--- src/msx_pkg.sv ---
`default_nettype none

package msx_pkg;

   localparam int RAM_ADDR_WIDTH = 18;

   typedef logic [15:0] cpu_addr_t;
   typedef logic [7:0]  byte_t;
   typedef logic [3:0]  block_t;                    // 16 KB block index
   typedef logic [RAM_ADDR_WIDTH-1:0] mem_addr_t;   // Block followed by 14 offset bits

   typedef enum logic [1:0] {
      SLOT_EMPTY,
      SLOT_RAM,
      SLOT_MAPPER_RAM,
      SLOT_EXPANDED
   } slot_typ_t;

   typedef enum logic {
      PAGE_EMPTY,
      PAGE_RAM
   } page_typ_t;

   typedef enum logic [1:0] {
      SRC_NONE,
      SRC_RAM,
      SRC_SUBSLOT,
      SRC_MAPPER
   } read_src_t;

   typedef struct packed {
      slot_typ_t typ;
      block_t    base;
   } slot_cfg_t;

   typedef struct packed {
      page_typ_t typ;
      block_t    block;
   } page_cfg_t;

   // Indexed [slot][subslot][page]
   typedef struct packed {
      slot_cfg_t [3:0]             slot;
      page_cfg_t [3:0][3:0][3:0]   sub_page;
   } slots_cfg_t;

   typedef struct packed {
      cpu_addr_t addr;
      byte_t     dout;
      logic      rd;
      logic      wr;
      logic      mreq;
      logic      iorq;
   } cpu_bus_t;

   localparam cpu_addr_t SUBSLOT_REG_ADDR = 16'hFFFF;
   localparam byte_t     MAPPER_PORT_BASE = 8'hFC;
   localparam byte_t     MAPPER_MASK      = 8'h07;   // 128 KB of mapper RAM
   localparam byte_t     OPEN_BUS         = 8'hFF;

endpackage

`default_nettype wire

--- src/subslot_regs.sv ---
`timescale 1ns/1ps
`default_nettype none

module subslot_regs (
   input  logic                  reset,
   input  logic                  clk,
   input  logic                  sub_wr,
   input  logic [1:0]            active_slot,
   input  msx_pkg::byte_t        din,
   output msx_pkg::byte_t [3:0]  sub_sel
);

   // One secondary slot byte per primary slot
   msx_pkg::byte_t [3:0] sub_reg;

   always_ff @(posedge reset or posedge clk) begin
      if (clk) begin
         sub_reg <= '0;
      end else begin
         if (sub_wr) begin
            sub_reg[active_slot] <= din;   // Two bits per page
         end
      end
   end

   assign sub_sel = sub_reg;

endmodule

`default_nettype wire

--- config.mk ---
export PLATFORM = sky130hd
export DESIGN_NAME = subslot_regs
export DESIGN_NICKNAME = d
export VERILOG_FILES = /design/src/msx_pkg.sv /design/src/subslot_regs.sv
export SDC_FILE = /design/constraint.sdc
export NUM_CORES = 1
export LEC_CHECK = 0
export ABC_AREA = 0
export BUFFER_PORTS_ARGS = -buffer_cell sky130_fd_sc_hd__buf_2
export CAP_MARGIN = 20
export CORE_ASPECT_RATIO = 0.6
export CORE_MARGIN = 10
export CORE_UTILIZATION = 45
export DETAILED_ROUTE_END_ITERATION = 12
export PLACE_DENSITY = 0.76
export SYNTH_ARGS = -nofsm -noshare
export SYNTH_HDL_FRONTEND = slang
export SYNTH_SLANG_ARGS = --single-unit
--- constraint.sdc ---
create_clock -name reset -period 1.09 [get_ports reset]
set_input_delay 0.218 -clock reset [delete_from_list [all_inputs] [get_ports reset]]
set_output_delay 0.218 -clock reset [all_outputs]
set_load 0.01 [all_outputs]
==> results.sh <==
export IMPL_relSlewSlack_pct=80.27
export IMPL_synth_area_um2=1216
export IMPL_cp_end_kind="output port"
export IMPL_drtIter0Drc=29
export IMPL_setup_viol=0
export IMPL_dp_hpwl_um=2218
export IMPL_die_h_um=60.27
export IMPL_overflow=0
export IMPL_crit_path_top_delay_cell="dfrtp_1"
export IMPL_synth_compound_area_share_pct=0
export IMPL_dp_cells=148
export IMPL_routabilityCongestion=0.7372
export IMPL_crit_fanout=2
export IMPL_htree_num_levels=2
export IMPL_required_ns=0.87
export IMPL_cts_root_buf="clkbuf_8"
export IMPL_grt_setup_unrepaired="false"
export IMPL_cts_tree="yes"
export IMPL_antenna_found_initial=0
export IMPL_arrival_ns=0.82
export IMPL_drtAntennaViolNets=0
export IMPL_r2r_end="sub_sel[2]"
export IMPL_fmax_ghz=0.9631
export IMPL_worst_r2r_cell_count=1
export IMPL_p_leak_nw=0.7870
export IMPL_synth_cell_types=6
export IMPL_drc=0
export IMPL_worst_slew_pin_slew_ns=0.2944
export IMPL_n_antenna_cell=0
export IMPL_largest_register_ffs=32
export IMPL_period_needed_ns=1.038
export IMPL_die_x_um=87.12
export IMPL_clkSlewWorstSetupHoldPaths_ns=0.06
export IMPL_grt_pass1_wl_um=4629
export IMPL_hold_violations=0
export IMPL_holdPathStages=2
export IMPL_outcome="finished clean"
export IMPL_insertion_delay_ns=0.27
export IMPL_synthSimpleGateAreaFrac_pct=4.218
export IMPL_syn_avg_cell_area_um2=17.63
export IMPL_synthMuxAreaShare_pct=29.63
export IMPL_fin_hold_ws_ns=0.2151
export IMPL_vias=781
export IMPL_worst_path_largest_cell_delay_ns=0.39
export IMPL_hold_end="sub_sel[21]"
export IMPL_core_region_area_um2=2540
export IMPL_hp_class="in -> reg"
export IMPL_final_nets=137
export IMPL_skew_ns=0
export IMPL_gr_usage_all_layers_pct=11.70
export IMPL_start_util_pct=47.88
export IMPL_vdd_drop_max_v=0.001249
export IMPL_grt_pass1_vias=900
export IMPL_wl_per_cell_um=18.01
export IMPL_die_area_um2=5250
export IMPL_clockBufferDepth=2
export IMPL_io_pins=45
export IMPL_yosysWarnings=0
export IMPL_finalMaxSlewViolations=0
export IMPL_cts_sinks=32
export IMPL_crit_family="flip-flops"
export IMPL_powerDensity_nw_per_um2=1930
export IMPL_cts_setup_buffers=0
export IMPL_viasPerCell=4.975
export IMPL_crit_chain="buf_2"
export IMPL_layout_commonest_cell="buf_2"
export IMPL_yosysSeqAreaShare_pct=65.84
export IMPL_grt_start_max_net_pins=33
export IMPL_first_pass_iters=6
export IMPL_synth_top_cell_area_share_pct=65.84
export IMPL_synth_nets=82
export IMPL_row_count=14
export IMPL_instances_no_fill=157
export IMPL_yosysTopAreaCell="dfrtp_1"
export IMPL_numCtsBuffers=5
export IMPL_hp_start="din[5]"
export IMPL_r2r_start="sub_sel[2]"
export IMPL_synth_top_family_by_area="multiplexers"
export IMPL_drive_gt1_share_pct=71.20
export IMPL_final_cell_mix="buf_2, mux2_2, dfrtp_1"
export IMPL_synth_adder_area_share_pct=0
export IMPL_worst_path_buf_inv=1
export IMPL_timing_worst_setup_path_type="reg -> out"
export IMPL_synthTopCellsByArea="dfrtp_1, mux2_2, nand3b_2"
export IMPL_port_buffer_count=44
export IMPL_area_delta_synth_final_pct=33.54
export IMPL_synth_xor_area_share_pct=0
export IMPL_reg2reg_slack_ns=0.32
export IMPL_period_share_pct=95.26
export IMPL_netlist_instances=69
export IMPL_maxCapViolCount=0
export IMPL_startpoint_type="register"
export IMPL_wl_um=2827
export IMPL_ys_ff_latch=32
-- final cells by class --
cell class	count	area, µm²
multi-input combinational	36	411.6
tap	32	40.04
clock buffer	8	90.09
fill	199	915.9
sequential	32	800.8
timing repair buffer	48	277.8
inverter	1	3.754
-- repair_timing --
action,4_1_cts,5_1_grt
gates resized for setup,0,0
endpoints found under the hold margin,32,0
hold buffers,1,0
setup endpoints to repair,0,0
-- synthesized netlist by cell type --
cell and count:
inv_1 1, mux2_2 32, nand3_2 1, nand3b_2 2
dfrtp_1 32, nor3b_4 1
-- worst max path at each step --
| stage | startpoint | slack, ns | depth (start not counted) | end |
|---|---|---|---|---|
| 3_5_place_dp | active_slot[0] | -0.15 | 3 | sub_sel[18] |
| 3_3_place_gp | active_slot[1] | -0.11 | 3 | sub_sel[9] |
| 6_report | sub_sel[2] | 0.05 | 1 | sub_sel[2] |
| 5_1_grt | sub_sel[2] | 0.02 | 1 | sub_sel[2] |
| 4_1_cts | sub_sel[2] | 0.04 | 1 | sub_sel[2] |
| 2_1_floorplan | active_slot[1] | 0.05 | 2 | sub_sel[0] |
-- metal layers --
metal,track usage [%],up-vias,share of wire [%]
met5,0,-,0
met4,5.430,0,0.46
met3,6.649,2,12
met2,17.69,33,45
met1,13.20,385,43
li1,-,361,-
-- where the power goes --
group	switching [W]	total, W	internal [W]
registers	0.000111	0.00153	0.00141
logic	0.000341	0.000705	0.000364
clock network	0.000391	0.000904	0.000514
-- cells by family (layout without fill, tap and decap cells) --
family | Yosys count | in the layout
buf+inv | 1 | 57
flops | 32 | 32
simple gates | 4 | 4
mux | 32 | 32
-- per-stage QoR --
stage               setup TNS (ns)  total power, W  util, %  cell area, µm²  setup WS (ns)
floorplan                        0        0.001892        -            1216        0.04929
global placement            -2.435        0.002232    60.00            1524        -0.1124
detailed placement          -2.978        0.002271    60.00            1524        -0.1527
CTS                              0        0.003190    63.94            1624        0.04233
global route                     0        0.003320    63.94            1624        0.02095
finish                           0        0.003135    63.94            1624        0.05166
No activity file was read; power rests on OpenSTA's default activity.
