===== src/msx_pkg.sv =====
`default_nettype none

package msx_pkg;

   localparam int RAM_ADDR_WIDTH = 18;

   typedef logic [15:0] cpu_addr_t;
   typedef logic [7:0]  byte_t;
   typedef logic [3:0]  block_t;                    // 16 KB block index
   typedef logic [RAM_ADDR_WIDTH-1:0] mem_addr_t;   // Block followed by 14 offset bits

   typedef enum logic [1:0] {
      SLOT_EMPTY,
      SLOT_RAM,
      SLOT_MAPPER_RAM,
      SLOT_EXPANDED
   } slot_typ_t;

   typedef enum logic {
      PAGE_EMPTY,
      PAGE_RAM
   } page_typ_t;

   typedef enum logic [1:0] {
      SRC_NONE,
      SRC_RAM,
      SRC_SUBSLOT,
      SRC_MAPPER
   } read_src_t;

   typedef struct packed {
      slot_typ_t typ;
      block_t    base;
   } slot_cfg_t;

   typedef struct packed {
      page_typ_t typ;
      block_t    block;
   } page_cfg_t;

   // Indexed [slot][subslot][page]
   typedef struct packed {
      slot_cfg_t [3:0]             slot;
      page_cfg_t [3:0][3:0][3:0]   sub_page;
   } slots_cfg_t;

   typedef struct packed {
      cpu_addr_t addr;
      byte_t     dout;
      logic      rd;
      logic      wr;
      logic      mreq;
      logic      iorq;
   } cpu_bus_t;

   localparam cpu_addr_t SUBSLOT_REG_ADDR = 16'hFFFF;
   localparam byte_t     MAPPER_PORT_BASE = 8'hFC;
   localparam byte_t     MAPPER_MASK      = 8'h07;   // 128 KB of mapper RAM
   localparam byte_t     OPEN_BUS         = 8'hFF;

endpackage

`default_nettype wire


===== src/msx2_ram_mapper.sv =====
`timescale 1ns/1ps
`default_nettype none

module msx2_ram_mapper (
   input  logic                  reset,
   input  logic                  clk,
   input  msx_pkg::cpu_bus_t     bus,
   output msx_pkg::byte_t [3:0]  bank,
   output logic                  port_hit
);

   msx_pkg::byte_t [3:0] bank_reg;
   logic                 port_sel;
   logic                 port_wr;

   // Ports FC..FF decoded from the low address byte
   assign port_sel = bus.iorq && (bus.addr[7:2] == msx_pkg::MAPPER_PORT_BASE[7:2]);
   assign port_wr  = port_sel && bus.wr;
   assign port_hit = port_sel && bus.rd;

   always_ff @(posedge reset or posedge clk) begin
      if (clk) begin
         // Page p starts on bank 3-p
         bank_reg <= {8'd0, 8'd1, 8'd2, 8'd3};
      end else begin
         if (port_wr) begin
            bank_reg[bus.addr[1:0]] <= bus.dout;   // Full byte kept
         end
      end
   end

   assign bank = bank_reg;

endmodule

`default_nettype wire


===== config.mk =====
export PLATFORM = sky130hd
export DESIGN_NAME = msx2_ram_mapper
export DESIGN_NICKNAME = d
export VERILOG_FILES = /design/src/msx_pkg.sv /design/src/msx2_ram_mapper.sv
export SDC_FILE = /design/constraint.sdc
export NUM_CORES = 1
export LEC_CHECK = 0
export ABC_AREA = 1
export BUFFER_PORTS_ARGS = -buffer_cell sky130_fd_sc_hd__buf_2
export CORE_UTILIZATION = 50
export CTS_BUF_LIST = sky130_fd_sc_hd__clkbuf_4 sky130_fd_sc_hd__clkbuf_8 sky130_fd_sc_hd__clkbuf_16
export DETAILED_ROUTE_END_ITERATION = 6
export GPL_TIMING_DRIVEN = 0
export PLACE_DENSITY = 0.85
export SYNTH_ARGS = -nofsm -noshare
export SYNTH_HDL_FRONTEND = slang
export SYNTH_SLANG_ARGS = --single-unit

===== constraint.sdc =====
create_clock -name reset -period 1.5 [get_ports reset]
set_input_delay 0.075 -clock reset [delete_from_list [all_inputs] [get_ports reset]]
set_output_delay 0.075 -clock reset [all_outputs]
set_load 0.01 [all_outputs]

==> results by group <==
Clock network
  – Post-CTS setup buffer count: 0
  – Cts bufs inserted: 5
  – TritonCTS Sinks: 32
  – Reg clk slew, reported paths: approximately 100 ps
  – Root Driver: clkbuf_4
  – CTS tree: built
  – H-Tree Depth: 2
  – Clk Latency, worst-skew pair: 320 ps
  – Maximum clock path buffer count: 2

Detailed routing
  – Initial DRT Pass Iterations: 4
  – # DRC: 0
  – Final ANT Viol Nets: 0
  – Wire per inst: 13.8 microns
  – Via count: ~1300
  – DRT Wirelength: approximately 3400 microns
  – DR vias/cell: roughly 5.2
  – Drt initial violations: 65

Die
  – Die W: 55.2 microns
  – Initial Util: 0.552
  – Die Footprint: roughly 0.0030 sq mm
  – Core Footprint: 0.00257 sq mm
  – Die Height: around 55 microns
  – Row cnt: 18
  – IO Count: between 60 and 70

Synthesis
  – Mapped Cells: around 150
  – Area contributors post-synth: dfrtp_1 49%, nand2_1 18%, nand3_1 11%, dfstp_2 7.4%, nor2_4 4.8%
  – Synth Area per Inst: ~9.2 sq um
  – Yosys reg bits: 32
  – Yosys cell types: 14
  – Seq/Total Area, Yosys: 0.569
  – Post-synth top area cell: dfrtp_1
  – Yosys Warn Count: 0
  – Top-area cell type share of the netlist area: 0.495
  – Post-synthesis cell area: 0.00142 sq mm
  – Syn nets: 184

Global route
  – First-pass GRT wire length: between 5000 and 6000 microns
  – GRT Residual Overflow: 0
  – Largest net degree at the start of global routing: 33
  – Total track usage: 0.242
  – Vias in the first global route: between 1000 and 1500
  – Number of antenna violations at the first check in global routing: 0

Setup path
  – Startpoint types: flop
  – Family with the most delay on the worst path: flip-flops
  – CP Class: reg -> out
  – Required @ worst endpoint: approximately 1400 ps
  – WP buf/inv: 1
  – Worst setup EP type: output port
  – Crit path max fanout: 2
  – Worst Reg-to-Reg Cells: 2
  – Crit-path max cell delay: ~540 ps
  – FF-to-FF setup slack: 780 ps
  – RR Endpoint: bank[0]
  – Worst Setup EP: bank[0]
  – Levels on crit path: 1
  – Critical path cell sequence: buf_2
  – Slowest CP cell: dfstp_2
  – Worst R2R Start: bank[0]
  – CP startpoint: bank[0]
  – Worst EP arrival: between 900 and 1000 ps

Power and ir drop
  – Sw Share: 0.245
  – P_sw: 385 uW
  – Clock Power Share: 0.321
  – Power Total: ~1.6 mW
  – Seq pwr share: 0.573
  – PD cells: 872 mW/mm^2
  – Int Pwr: 1.18 mW
  – Comb power frac: 0.105
  – Peak VDD IR: 0.792 mV
  – Lkg Pwr: about 1.1 nW

Final layout
  – Final Non-Filler Cells: 247
  – Fraction of layout cells with a size suffix above 1: 0.373
  – Footprint of the multi-input gates: 554 sq um
  – N_diodes: 0
  – Fill cells: about 210
  – Register area: 806 sq um
  – Design area: between 0.0015 and 0.002 sq mm
  – Layout area overhead: 27.0%
  – Final Util: 0.701
  – Max FFs per register: 32
  – Final net count: around 250

Placement
  – RD Place Congestion: about 0.8
  – Number of port buffers: 53
  – Placed Cells: around 240
  – Post-DP HPWL: 2430 microns
  – DP Area: about 0.0017 sq mm

STA
  – Fmax achieved: 947 MHz
  – Final slew viol count: 0
  – Worst Skew: 0 ps
  – Final-report setup violation count: 0
  – Final Hold Fails: 0
  – Slew margin rel.: 0.221
  – Final TNS setup: 0 ps
  – RSZ-0062 raised after global routing: false
  – Fin crit period: approximately 1100 ps
  – Fin crit share: 0.704
  – Slew @ Worst Pin: around 1200 ps

Min path
  – Hold crit path type: in -> async

Status
  – Outcome: complete, no violations

Job
  – Max-cap viol count: 0
==> synthesized netlist by cell type <==
master,count
nand2_1,68
nand3_1,32
dfrtp_1,28
nor2_4,6
dfstp_2,4
inv_1,4
inv_2,3
buf_6,2
nand4_4,2
buf_4,1
nand2_2,1
nand4_1,1
nand4_2,1
nor2_1,1
==> timing repair <==
item / in CTS / in global routing
hold endpoints to repair: 3 / 0
setup endpoints to repair: 0 / 0
hold buffers: 2 / 0
gates resized for setup: 0 / 0
==> cell families (layout without fill, tap and decap cells) <==
logic type	count (synthesis)	after routing	share of synthesized area
AND/OR/NAND/NOR	112	112	0.391
flip-flops	32	32	0.569
buffers and inverters	10	73	0.0397
==> worst min path at each step <==
stage	slack (ps)	startpoint	depth (start not counted)	to
2_1_floorplan	180	bus[4]	2	bank[16]
3_3_place_gp	350	bus[4]	3	bank[0]
5_1_grt	30	bus[11]	3	bank[31]
6_report	30	clk	2	bank[29]
4_1_cts	20	bus[6]	3	bank[26]
3_5_place_dp	350	bus[4]	3	bank[0]
==> worst reg2reg max path, cell delays in order, from the launching register on <==
cell     delay, ps
dfstp_2        540
nand2_1         50
nand2_1         80
==> power by group through the flow <==
stage	clock network [mW]	logic, mW	registers [mW]
4_1_cts	0.527	0.167	0.900
3_5_place_dp	0	0.162	0.916
5_1_grt	0.552	0.182	0.903
3_3_place_gp	0	0.156	0.915
6_report	0.505	0.165	0.900
2_1_floorplan	0	0.0645	0.927
==> routing by layer <==
layer / GRT usage / wire length [microns] / part of all wire / vias up
met5: 0 / 0 / 0 / -
met4: 0.0964 / 60 / 0.018 / 0
met3: 0.0820 / 332 / 0.097 / 5
met2: 0.363 / 1560 / 0.46 / 72
met1: 0.325 / 1460 / 0.43 / 589
li1: - / - / - / 624
==> cells in the final DEF, fill, tap and decap left out <==
| cell | netlist | layout |
|---|---|---|
| nand4_1 | 1 | 1 |
| nand2_1 | 68 | 68 |
| dlygate4sd3_1 | 0 | 2 |
| nor2_4 | 6 | 6 |
| buf_6 | 2 | 2 |
| nand4_2 | 1 | 1 |
| inv_1 | 4 | 4 |
| nand2_2 | 1 | 1 |
| buf_4 | 1 | 1 |
| dfrtp_1 | 28 | 28 |
| buf_2 | 0 | 53 |
| dfstp_2 | 4 | 4 |
| clkbuf_4 | 0 | 8 |
| inv_2 | 3 | 3 |
| nor2_1 | 1 | 1 |
| nand4_4 | 2 | 2 |
| nand3_1 | 32 | 32 |
==> cell type report <==
type                            instances  area share
Inverter                                7      0.0146
Buffer                                  3      0.0167
Tap cell                               30      0.0209
Clock buffer                            8      0.0334
Multi-Input combinational cell        112       0.308
Sequential cell                        32       0.448
Timing Repair Buffer                   55       0.159
==> metrics by stage <==
| step | hold slack, ps | setup slack [ps] |
|---|---|---|
| floorplan | 182 | 573 |
| global placement | 351 | 381 |
| detailed placement | 350 | 303 |
| CTS | 18.6 | 419 |
| global route | 31.0 | 394 |
| finish | 34.3 | 444 |
No activity file was read; power rests on OpenSTA's default activity.
