**src/msx_pkg.sv**
```systemverilog
`default_nettype none

package msx_pkg;

   localparam int RAM_ADDR_WIDTH = 18;

   typedef logic [15:0] cpu_addr_t;
   typedef logic [7:0]  byte_t;
   typedef logic [3:0]  block_t;                    // 16 KB block index
   typedef logic [RAM_ADDR_WIDTH-1:0] mem_addr_t;   // Block followed by 14 offset bits

   typedef enum logic [1:0] {
      SLOT_EMPTY,
      SLOT_RAM,
      SLOT_MAPPER_RAM,
      SLOT_EXPANDED
   } slot_typ_t;

   typedef enum logic {
      PAGE_EMPTY,
      PAGE_RAM
   } page_typ_t;

   typedef enum logic [1:0] {
      SRC_NONE,
      SRC_RAM,
      SRC_SUBSLOT,
      SRC_MAPPER
   } read_src_t;

   typedef struct packed {
      slot_typ_t typ;
      block_t    base;
   } slot_cfg_t;

   typedef struct packed {
      page_typ_t typ;
      block_t    block;
   } page_cfg_t;

   // Indexed [slot][subslot][page]
   typedef struct packed {
      slot_cfg_t [3:0]             slot;
      page_cfg_t [3:0][3:0][3:0]   sub_page;
   } slots_cfg_t;

   typedef struct packed {
      cpu_addr_t addr;
      byte_t     dout;
      logic      rd;
      logic      wr;
      logic      mreq;
      logic      iorq;
   } cpu_bus_t;

   localparam cpu_addr_t SUBSLOT_REG_ADDR = 16'hFFFF;
   localparam byte_t     MAPPER_PORT_BASE = 8'hFC;
   localparam byte_t     MAPPER_MASK      = 8'h07;   // 128 KB of mapper RAM
   localparam byte_t     OPEN_BUS         = 8'hFF;

endpackage

`default_nettype wire

```
**src/slot_decoder.sv**
```systemverilog
`timescale 1ns/1ps
`default_nettype none

module slot_decoder (
   input  msx_pkg::cpu_bus_t     bus,
   input  msx_pkg::slots_cfg_t   cfg,
   input  logic [1:0]            active_slot,
   input  msx_pkg::byte_t [3:0]  sub_sel,
   input  msx_pkg::byte_t [3:0]  bank,
   input  logic                  mapper_hit,
   output msx_pkg::mem_addr_t    ram_addr,
   output logic                  ram_we,
   output logic                  sub_wr,
   output msx_pkg::read_src_t    read_src
);

   logic [1:0]          page;
   logic [1:0]          subslot;
   msx_pkg::slot_cfg_t  slot_cfg;
   msx_pkg::page_cfg_t  sub_cfg;
   msx_pkg::byte_t      slot_sub;
   msx_pkg::byte_t      bank_masked;
   msx_pkg::block_t     blk;
   logic                mapped;
   logic                sub_access;
   logic                mem_sel;

   assign page     = bus.addr[15:14];
   assign slot_cfg = cfg.slot[active_slot];
   assign slot_sub = sub_sel[active_slot];
   assign subslot  = slot_sub[2*page +: 2];
   assign sub_cfg  = cfg.sub_page[active_slot][subslot][page];

   assign bank_masked = bank[page] & msx_pkg::MAPPER_MASK;

   // FFFF of an expanded slot is the subslot register, never RAM
   assign sub_access = bus.mreq && (slot_cfg.typ == msx_pkg::SLOT_EXPANDED) &&
                       (bus.addr == msx_pkg::SUBSLOT_REG_ADDR);

   always_comb begin
      mapped = 1'b0;
      blk    = '0;
      case (slot_cfg.typ)
         msx_pkg::SLOT_RAM: begin
            mapped = 1'b1;
            blk    = slot_cfg.base + msx_pkg::block_t'(page);   // Wraps in 4 bits
         end
         msx_pkg::SLOT_MAPPER_RAM: begin
            mapped = 1'b1;
            blk    = slot_cfg.base + bank_masked[3:0];
         end
         msx_pkg::SLOT_EXPANDED: begin
            mapped = (sub_cfg.typ == msx_pkg::PAGE_RAM);
            blk    = sub_cfg.block;
         end
         default: begin
            mapped = 1'b0;   // Empty slot
            blk    = '0;
         end
      endcase
   end

   assign mem_sel  = bus.mreq && mapped && !sub_access;
   assign ram_addr = {blk, bus.addr[13:0]};
   assign ram_we   = mem_sel && bus.wr;
   assign sub_wr   = sub_access && bus.wr;

   always_comb begin
      if (mapper_hit) begin
         read_src = msx_pkg::SRC_MAPPER;
      end else if (sub_access) begin
         read_src = msx_pkg::SRC_SUBSLOT;
      end else if (mem_sel) begin
         read_src = msx_pkg::SRC_RAM;
      end else begin
         read_src = msx_pkg::SRC_NONE;
      end
   end

endmodule

`default_nettype wire

```
**config.mk**
```make
export PLATFORM = sky130hd
export DESIGN_NAME = slot_decoder
export DESIGN_NICKNAME = d
export VERILOG_FILES = /design/src/msx_pkg.sv /design/src/slot_decoder.sv
export SDC_FILE = /design/constraint.sdc
export NUM_CORES = 1
export LEC_CHECK = 0
export BUFFER_PORTS_ARGS = -buffer_cell sky130_fd_sc_hd__buf_2
export CAP_MARGIN = 20
export CORE_AREA = 2 2 179 181
export DETAILED_ROUTE_END_ITERATION = 10
export DIE_AREA = 0 0 181 183
export REMOVE_ABC_BUFFERS = 1
export SLEW_MARGIN = 20
export SYNTH_ARGS = -nofsm -noshare
export SYNTH_HDL_FRONTEND = slang
export SYNTH_SLANG_ARGS = --single-unit
```
**constraint.sdc**
```tcl
create_clock -name vclk -period 13.5
set_clock_uncertainty 0.2 [all_clocks]
set_input_delay 0.675 -clock vclk [all_inputs]
set_output_delay 0.675 -clock vclk [all_outputs]
set_load 0.005 [all_outputs]
```
==> impl_metrics.csv, run 1 <==
group,metric,value,unit
placed_design,dp_hpwl,25600,um
final_layout,final_cell_area,0.00666,mm2
final_layout,clkbuf_count,0,
clock_tree,cts_resized,0,
synth,syn_area_per_cell,9.59,um2
floorplanning,die-height,183,um
final_layout,layout_commonest_cell,"buf_2",
floorplanning,row_count,65,
run_status,run_status,"finished clean",
final_layout,fin_cells,1240,
final_layout,design.seq.count,0,
critical_path,start_kind,"input port",
timing,final_min_period_over_clock_period,0.433,
placed_design,routabilityCongestion,0.835,
pwr,pwr_per_cell_area,39.5,mW/mm2
critical_path,timing.critical_path.from,"active_slot[1]",
job,max_cap_viol_count,0,
synth,seq_area_frac_synth,0,
pwr,p_total,263,uW
global_route,grt-ovfl-total,0,
critical_path,cp_num_buf_inv,3,
timing,finalHoldViolations,0,
timing,report.final.slew_viol_count,0,
final_layout,regArea,0,um2
global_route,antenna_violations_before_repair,20,
clock_tree,postCtsHoldBufs,0,
route,avgViaCountPerCell,4.61,
pwr,power.leakage,0.00308,uW
placed_design,pre_cts_ws,7580,ps
synth,yosys_warnings,0,
route,drt-pass1-iter-count,4,
floorplanning,floorplan.die.width,181,um
pwr,vdd_drop_max,0.0000246,V
final_layout,final_cell_mix,"429 x buf_2, 76 x mux4_2, 55 x nand2_1",
timing,timing.slew.headroom,0.308,
critical_path,worst_path_largest_cell_delay,860,ps
synth,yosys.area.top_type,"mux4_2",
timing,max_slew.worst_pin.slew,1040,ps
critical_path,critPathRequiredTime,12620,ps
timing,grt_setup_unrepaired,"no",
timing,clock.fmax,171,MHz
min_path,hold_path_class,"input port to primary output",
global_route,grt_pass1_wl,40600,um
critical_path,critical_path.max_fanout,44,
final_layout,number_of_nets_in_the_layout,1275,
route,postRouteWirelength,29600,um
timing,fin_crit,5840,ps
floorplanning,initial_utilization,0.136,
synth,synth_top_cells_by_area,"mux4_2 40%, mux2i_1 8.7%, mux2_2 5.3%",
placed_design,port_buffers,431,
floorplanning,floorplan.core_area,0.0312,mm2
critical_path,cpLargestDelayFamily,"simple AND/OR/NAND/NOR gates",
min_path,min-delay-start,"bus[14]",
synth,synthDominantCellAreaShare,0.403,
route,drt-initial-drc-count,226,
route,post_drt_wl_per_cell,23.9,um
timing,smallest_setup_slack_after_layout,7660,ps
final_layout,area.growth.synth_to_final,56.8,%
critical_path,setup.worst_path.end_class,"primary output",
floorplanning,die_area,0.0331,mm2
critical_path,critPathKind,"input port to primary output",
placed_design,place_inst,1229,
synth,postSynthCellCount,443,
global_route,grt_start_max_net_pins,51,
min_path,end_point_of_the_worst_hold_path,"ram_addr[2]",
final_layout,drive_above_1_share,0.665,
floorplanning,top_level_ports,461,
critical_path,crit_chain,"buf_4 -> buf_4 -> nand2b_1 -> o22ai_1 -> nor3_4 -> or2_1 -> o311ai_1 -> a41oi_1 -> o22ai_1 -> or2_1 -> buf_2",
route,ant_nets,0,
critical_path,critical_path.slowest_cell,"or2_1",
synth,synth_cell_type_count,70,
min_path,hold_depth,2,
synth,mappedNetlistArea,0.00425,mm2
timing,setup-tns-final,0,ps
global_route,number_of_global_route_vias_before_repair,5876,
placed_design,placedInstanceArea,0.00663,mm2
timing,final-setup-viol-count,0,
global_route,grtUsageTotal,0.170,
route,route.detailed.drc,0,
clock_tree,post_cts_setup_buffers,0,
critical_path,critPathArrivalTime,4970,ps
route,vias,5713,
cell type report:
type | count | area, um2
diodes | 11 | 27.5
fillers | 3504 | 24600
inverters | 5 | 18.8
multi-input cells | 385 | 3900
well taps | 402 | 503
repair buffers | 437 | 2210
worst max-delay path by stage:
| stage | end | slack [ps] | cells past startpoint |
|---|---|---|---|
| finish | read_src[0] | 7660 | 11 |
| global route | ram_addr[16] | 7280 | 16 |
| CTS | ram_addr[16] | 7580 | 16 |
| detailed placement | ram_addr[16] | 7580 | 16 |
| global placement | ram_addr[16] | 7650 | 16 |
| floorplan | ram_addr[16] | 9580 | 13 |
metrics by stage:
| stage | hold WS (ps) | utilization |
|---|---|---|
| 2_1_floorplan | 1150 | - |
| 3_3_place_gp | 1340 | 0.212 |
| 3_5_place_dp | 1340 | 0.212 |
| 4_1_cts | 1340 | 0.212 |
| 5_1_grt | 1350 | 0.213 |
| 6_report | 1340 | 0.213 |
Yosys cell counts, types with 3 or more instances:
library cell   n
mux4_2        76
nand2_1       55
mux2i_1       37
nor2_1        26
nand3_1       23
buf_4         22
mux2_2        20
buf_2         13
clkbuf_1      11
o21ai_0       10
nor3_1         9
nand4_1        8
and2_1         6
ha_1           6
nand2b_1       6
buf_6          5
inv_1          5
nor2b_1        5
a21o_1         4
a21oi_1        4
a22oi_1        4
a31oi_1        4
a41oi_1        4
and3_1         4
nor3b_1        4
o211ai_1       4
a21boi_0       3
a311oi_1       3
a32oi_1        3
kinds of logic (layout without fill, tap and decap cells):
group           after synthesis  after routing  share of synthesized area
compound gates               82             82                      0.157
xor+xnor                      2              2                    0.00413
fa+ha+maj                     7              7                     0.0224
buf+inv                      58            442                     0.0834
mux                         134            134                      0.547
other cells                   0             11                          0
simple gates                160            160                      0.187
report_power, final:
group | internal, uW | total, uW | switching, uW
Sequential | 0 | 0 | 0
Combinational | 131 | 263 | 132
Clock | 0.000109 | 0.000109 | 0
metal layers:
metal / global-route usage / share of wire
met3: 0.0455 / 0.084
met2: 0.302 / 0.49
met1: 0.210 / 0.41
met4: 0.0263 / 0.015
met5: 0 / 0.0035
No activity file was read; power rests on OpenSTA's default activity.
==> run 2: changes to the inputs <==
--- a/config.mk
+++ b/config.mk
@@ -7,9 +7,9 @@
 export LEC_CHECK = 0
 export BUFFER_PORTS_ARGS = -buffer_cell sky130_fd_sc_hd__buf_2
 export CAP_MARGIN = 20
-export CORE_AREA = 2 2 179 181
+export CORE_AREA = 2 2 181 183
 export DETAILED_ROUTE_END_ITERATION = 10
-export DIE_AREA = 0 0 181 183
+export DIE_AREA = 0 0 183 185
 export REMOVE_ABC_BUFFERS = 1
 export SLEW_MARGIN = 20
 export SYNTH_ARGS = -nofsm -noshare
==> constraint.sdc (replaced) <==
create_clock -name vclk -period 5.4
set_clock_uncertainty 0.2 [all_clocks]
set_input_delay 0.27 -clock vclk [all_inputs]
set_output_delay 0.27 -clock vclk [all_outputs]
set_load 0.005 [all_outputs]
==> run 2 against run 1 <==
  * Largest cell class unchanged
  * Utilization is 0.35 points lower
  * Highest routed layer unchanged
  * Sequential share of layout area stayed put
  * Count of clock-buffer cells in the layout stayed put
  * Flip-flop and latch count stayed put
  * Critical path type unchanged
==> impl_metrics.csv, run 2 (synthesized netlist as in run 1, its figures left out) <==
group,metric,value,unit
route,post_drt_wl_per_cell,24.6,um
global_route,globalRouteMet1Util,0.207,
critical_path,critPathRequiredTime,4930,ps
critical_path,crit_path_frequent_cell,"buf_4",
pwr,intPower,334,uW
final_layout,design.seq.count,0,
route,ant_nets,0,
pwr,power.switching,334,uW
final_layout,drive_above_1_share,0.669,
min_path,min-delay-start,"bus[15]",
floorplanning,floorplan.core_area,0.0320,mm2
clock_tree,post_cts_setup_buffers,0,
critical_path,cp_num_buf_inv,3,
pwr,power.share.sequential,0,
global_route,grt_pass1_wl,41500,um
run_status,run_status,"finished clean",
final_layout,regArea,0,um2
route,drt-initial-drc-count,263,
final_layout,clkbuf_count,0,
final_layout,final_cell_mix,"429 x buf_2, 76 x mux4_2, 55 x nand2_1",
critical_path,worst_path_largest_cell_delay,690,ps
placed_design,routabilityCongestion,0.846,
floorplanning,die-height,185,um
floorplanning,row_count,66,
final_layout,layout_commonest_cell,"buf_2",
route,route.detailed.drc,0,
pwr,power.leakage,0.00313,uW
floorplanning,initial_utilization,0.133,
critical_path,timing.critical_path.from,"active_slot[1]",
final_layout,core_util_final,0.210,
floorplanning,top_level_ports,461,
critical_path,cpLargestDelayFamily,"simple AND/OR/NAND/NOR gates",
min_path,hold_path_class,"input port to primary output",
timing,grt_setup_unrepaired,"no",
route,avgViaCountPerCell,4.62,
placed_design,dp_hpwl,26900,um
timing,report.final.slew_viol_count,0,
global_route,grtUsageMet3,0.0279,
timing,finalHoldViolations,0,
route,drt-pass1-iter-count,5,
final_layout,number_of_nets_in_the_layout,1285,
global_route,top_usage_layer,"met2",
timing,final_min_period_over_clock_period,0.797,
timing,timing.slew.headroom,0.346,
pwr,share_comb_of_total_power,1.000,
critical_path,crit_chain,"buf_4 -> buf_4 -> mux2_2 -> o2bb2ai_2 -> nor2_2 -> mux4_2 -> nor2_1 -> nor4_1 -> a311oi_1 -> a31oi_1 -> buf_2",
critical_path,start_kind,"input port",
clock_tree,cts_resized,0,
global_route,number_of_global_route_vias_before_repair,5960,
job,max_cap_viol_count,0,
critical_path,critical_path.slowest_cell,"nor2_2",
placed_design,port_buffers,431,
critical_path,setup.worst_path.end_class,"primary output",
final_layout,area.growth.synth_to_final,58.2,%
critical_path,critPathArrivalTime,3840,ps
final_layout,filler_cell_count,3633,
timing,clock.fmax,232,MHz
timing,holdWs,528,ps
pwr,clockPowerShare,0,
timing,max_slew.worst_pin.slew,977,ps
global_route,antenna_violations_before_repair,12,
timing,setup-tns-final,0,ps
floorplanning,die_area,0.0339,mm2
global_route,grt-ovfl-total,0,
timing,final-setup-viol-count,0,
pwr,pwr_per_cell_area,99.5,mW/mm2
critical_path,critPathKind,"input port to primary output",
clock_tree,postCtsHoldBufs,0,
route,vias,5765,
global_route,grtUsageTotal,0.172,
global_route,grt_start_max_net_pins,45,
floorplanning,floorplan.die.width,183,um
timing,fin_crit,4310,ps
global_route,grt_util_met2,0.331,
pwr,netSwitchingFraction,0.500,
pwr,vdd_drop_max,0.0000682,V
route,postRouteWirelength,30700,um
critical_path,critical_path.max_fanout,34,
[run 2: cell count changes in the layout (fill, tap and decap cells not counted), sizes merged]
cell   delta
buf      +10
diode     -9
[run 2: final timing paths]
path,to,slack (ps),depth (start not counted)
min,ram_addr[3],530,2
max,ram_addr[16],1090,11
[run 2: per-stage QoR]
stage          setup WS (ps)  total power (uW)  std cells  area [um2]
6_report                1090               668       1247        6720
5_1_grt                  815               730       1246        6720
4_1_cts                 1020               681       1245        6710
3_5_place_dp            1020               679       1245        6710
3_3_place_gp            1030               671       1245        6710
2_1_floorplan           2290               320        390        3910
[run 2: per-layer routing]
layer | part of all wire | routed length (um)
met2 | 0.52 | 16100
met3 | 0.066 | 2020
met4 | 0.012 | 359
met1 | 0.40 | 12200
met5 | 0.0025 | 78
[run 2: area by class of cell]
type	count	area [um2]	area share
timing repair buffer	447	2290	0.340
antenna	2	5.00	0.000745
inverter	5	18.8	0.00279
tap	408	510	0.0760
multi-input combinational	385	3900	0.580
[run 2: power by group through the flow]
stage | clock, uW | sequential, uW | combinational [uW]
after floorplan | 0 | 0 | 320
after global placement | 0 | 0 | 671
after detailed placement | 0 | 0 | 679
after CTS | 0 | 0 | 681
after global routing | 0.0000248 | 0 | 730
final | 0.0000497 | 0 | 668
==> run 3: changes to the inputs <==
==> constraint.sdc (replaced) <==
create_clock -name vclk -period 4.05
set_clock_uncertainty 0.2 [all_clocks]
set_input_delay 0.2025 -clock vclk [all_inputs]
set_output_delay 0.2025 -clock vclk [all_outputs]
set_load 0.005 [all_outputs]
==> run 3 against run 2 <==
  * Global-route usage increased by 0.16 points
  * Cell count increased by 4.3%
  * Die area unchanged
  * Flip-flop and latch count unchanged
  * Total power increased by 47%
==> impl_metrics.csv, run 3 (synthesized netlist as in run 1, its figures left out) <==
group,metric,value,unit
final_layout,filler_cell_count,3595,
min_path,hold_path_class,"input port to primary output",
floorplanning,floorplan.die.width,183,um
global_route,number_of_global_route_vias_before_repair,6271,
critical_path,start_kind,"input port",
pwr,power.share.sequential,0,
pwr,power.switching,464,uW
critical_path,setup.worst_path.end_class,"primary output",
floorplanning,die-height,185,um
pwr,intPower,520,uW
pwr,share_comb_of_total_power,1.000,
pwr,clockPowerShare,0,
route,drt-initial-drc-count,246,
route,postRouteWirelength,30800,um
timing,finalHoldViolations,0,
timing,setup-tns-final,0,ps
placed_design,dp_hpwl,27700,um
job,max_cap_viol_count,0,
clock_tree,cts_resized,0,
timing,max_slew.worst_pin.slew,559,ps
final_layout,regArea,0,um2
floorplanning,top_level_ports,461,
timing,grt_setup_unrepaired,"no",
placed_design,port_buffers,431,
placed_design,routabilityCongestion,0.851,
critical_path,critPathArrivalTime,3240,ps
timing,report.final.slew_viol_count,0,
final_layout,number_of_nets_in_the_layout,1339,
floorplanning,floorplan.core_area,0.0320,mm2
pwr,netSwitchingFraction,0.471,
timing,final_min_period_over_clock_period,0.899,
critical_path,critical_path.max_fanout,18,
final_layout,multiInputGateArea,0.00390,mm2
final_layout,fin_cells,1300,
pwr,pwr_per_cell_area,137,mW/mm2
route,ant_nets,0,
timing,fin_crit,3640,ps
timing,smallest_setup_slack_after_layout,408,ps
floorplanning,row_count,66,
final_layout,design.seq.count,0,
global_route,grtUsageTotal,0.174,
pwr,vdd_drop_max,0.0000543,V
timing,timing.slew.headroom,0.624,
timing,clock.fmax,275,MHz
critical_path,critPathKind,"input port to primary output",
route,vias,5911,
pwr,power.leakage,0.00343,uW
final_layout,final_cell_mix,"429 x buf_2, 76 x mux4_2, 64 x buf_4",
timing,holdWs,392,ps
final_layout,area.growth.synth_to_final,69.7,%
route,drt-pass1-iter-count,4,
placed_design,pre_cts_ws,279,ps
global_route,grt-ovfl-total,0,
global_route,grt_start_max_net_pins,30,
run_status,run_status,"finished clean",
global_route,grt_pass1_wl,42100,um
final_layout,drive_above_1_share,0.689,
timing,final-setup-viol-count,0,
clock_tree,post_cts_setup_buffers,0,
floorplanning,initial_utilization,0.133,
floorplanning,die_area,0.0339,mm2
route,avgViaCountPerCell,4.55,
final_layout,layout_commonest_cell,"buf_2",
final_layout,clkbuf_count,0,
route,route.detailed.drc,0,
placed_design,place_inst,1299,
route,post_drt_wl_per_cell,23.7,um
clock_tree,postCtsHoldBufs,0,
global_route,antenna_violations_before_repair,10,
critical_path,critPathRequiredTime,3650,ps
==> run 3: layout make-up <==
class                      instances  area share
multi-input combinational        385       0.541
timing repair buffer             501       0.386
tap                              408      0.0708
inverter                           5     0.00260
antenna                            1    0.000347
==> run 3: final timing paths <==
| path | from | end | slack, ps | cells past startpoint |
|---|---|---|---|---|
| setup / recovery | active_slot[1] | ram_addr[16] | 410 | 12 |
| hold / removal | bus[15] | ram_addr[3] | 390 | 2 |
==> run 3: worst max-delay path, cell delays in order <==
cell      delay (ps)
buf_4            270
buf_4            260
nor2b_1          440
a22o_1           310
nor3_4           100
or2_1            280
buf_12           170
buf_4            150
nor4_1           510
a311oi_1         170
a31oi_1          190
buf_2            140
==> run 3: power by group through the flow <==
| stage | clock, uW | sequential [uW] | combinational (uW) |
|---|---|---|---|
| after CTS | 0 | 0 | 1000 |
| final | 0.0000330 | 0 | 984 |
| after global routing | 0.0000330 | 0 | 1070 |
| after global placement | 0 | 0 | 989 |
| after floorplan | 0 | 0 | 426 |
| after detailed placement | 0 | 0 | 1000 |
==> run 3: metrics by stage <==
step,cell area [um2],util,power [uW]
6_report,7210,0.225,984
5_1_grt,7210,0.225,1070
4_1_cts,7210,0.225,1000
3_5_place_dp,7210,0.225,1000
3_3_place_gp,7210,0.225,989
2_1_floorplan,3910,-,426
==> run 3: metal layers <==
| metal | vias to the layer above | track usage | wire length (um) |
|---|---|---|---|
| met5 | - | 0 | 57 |
| met4 | 10 | 0.0157 | 300 |
| met3 | 24 | 0.0295 | 2170 |
| met2 | 311 | 0.333 | 16200 |
| met1 | 2863 | 0.209 | 12100 |
| li1 | 2703 | - | - |
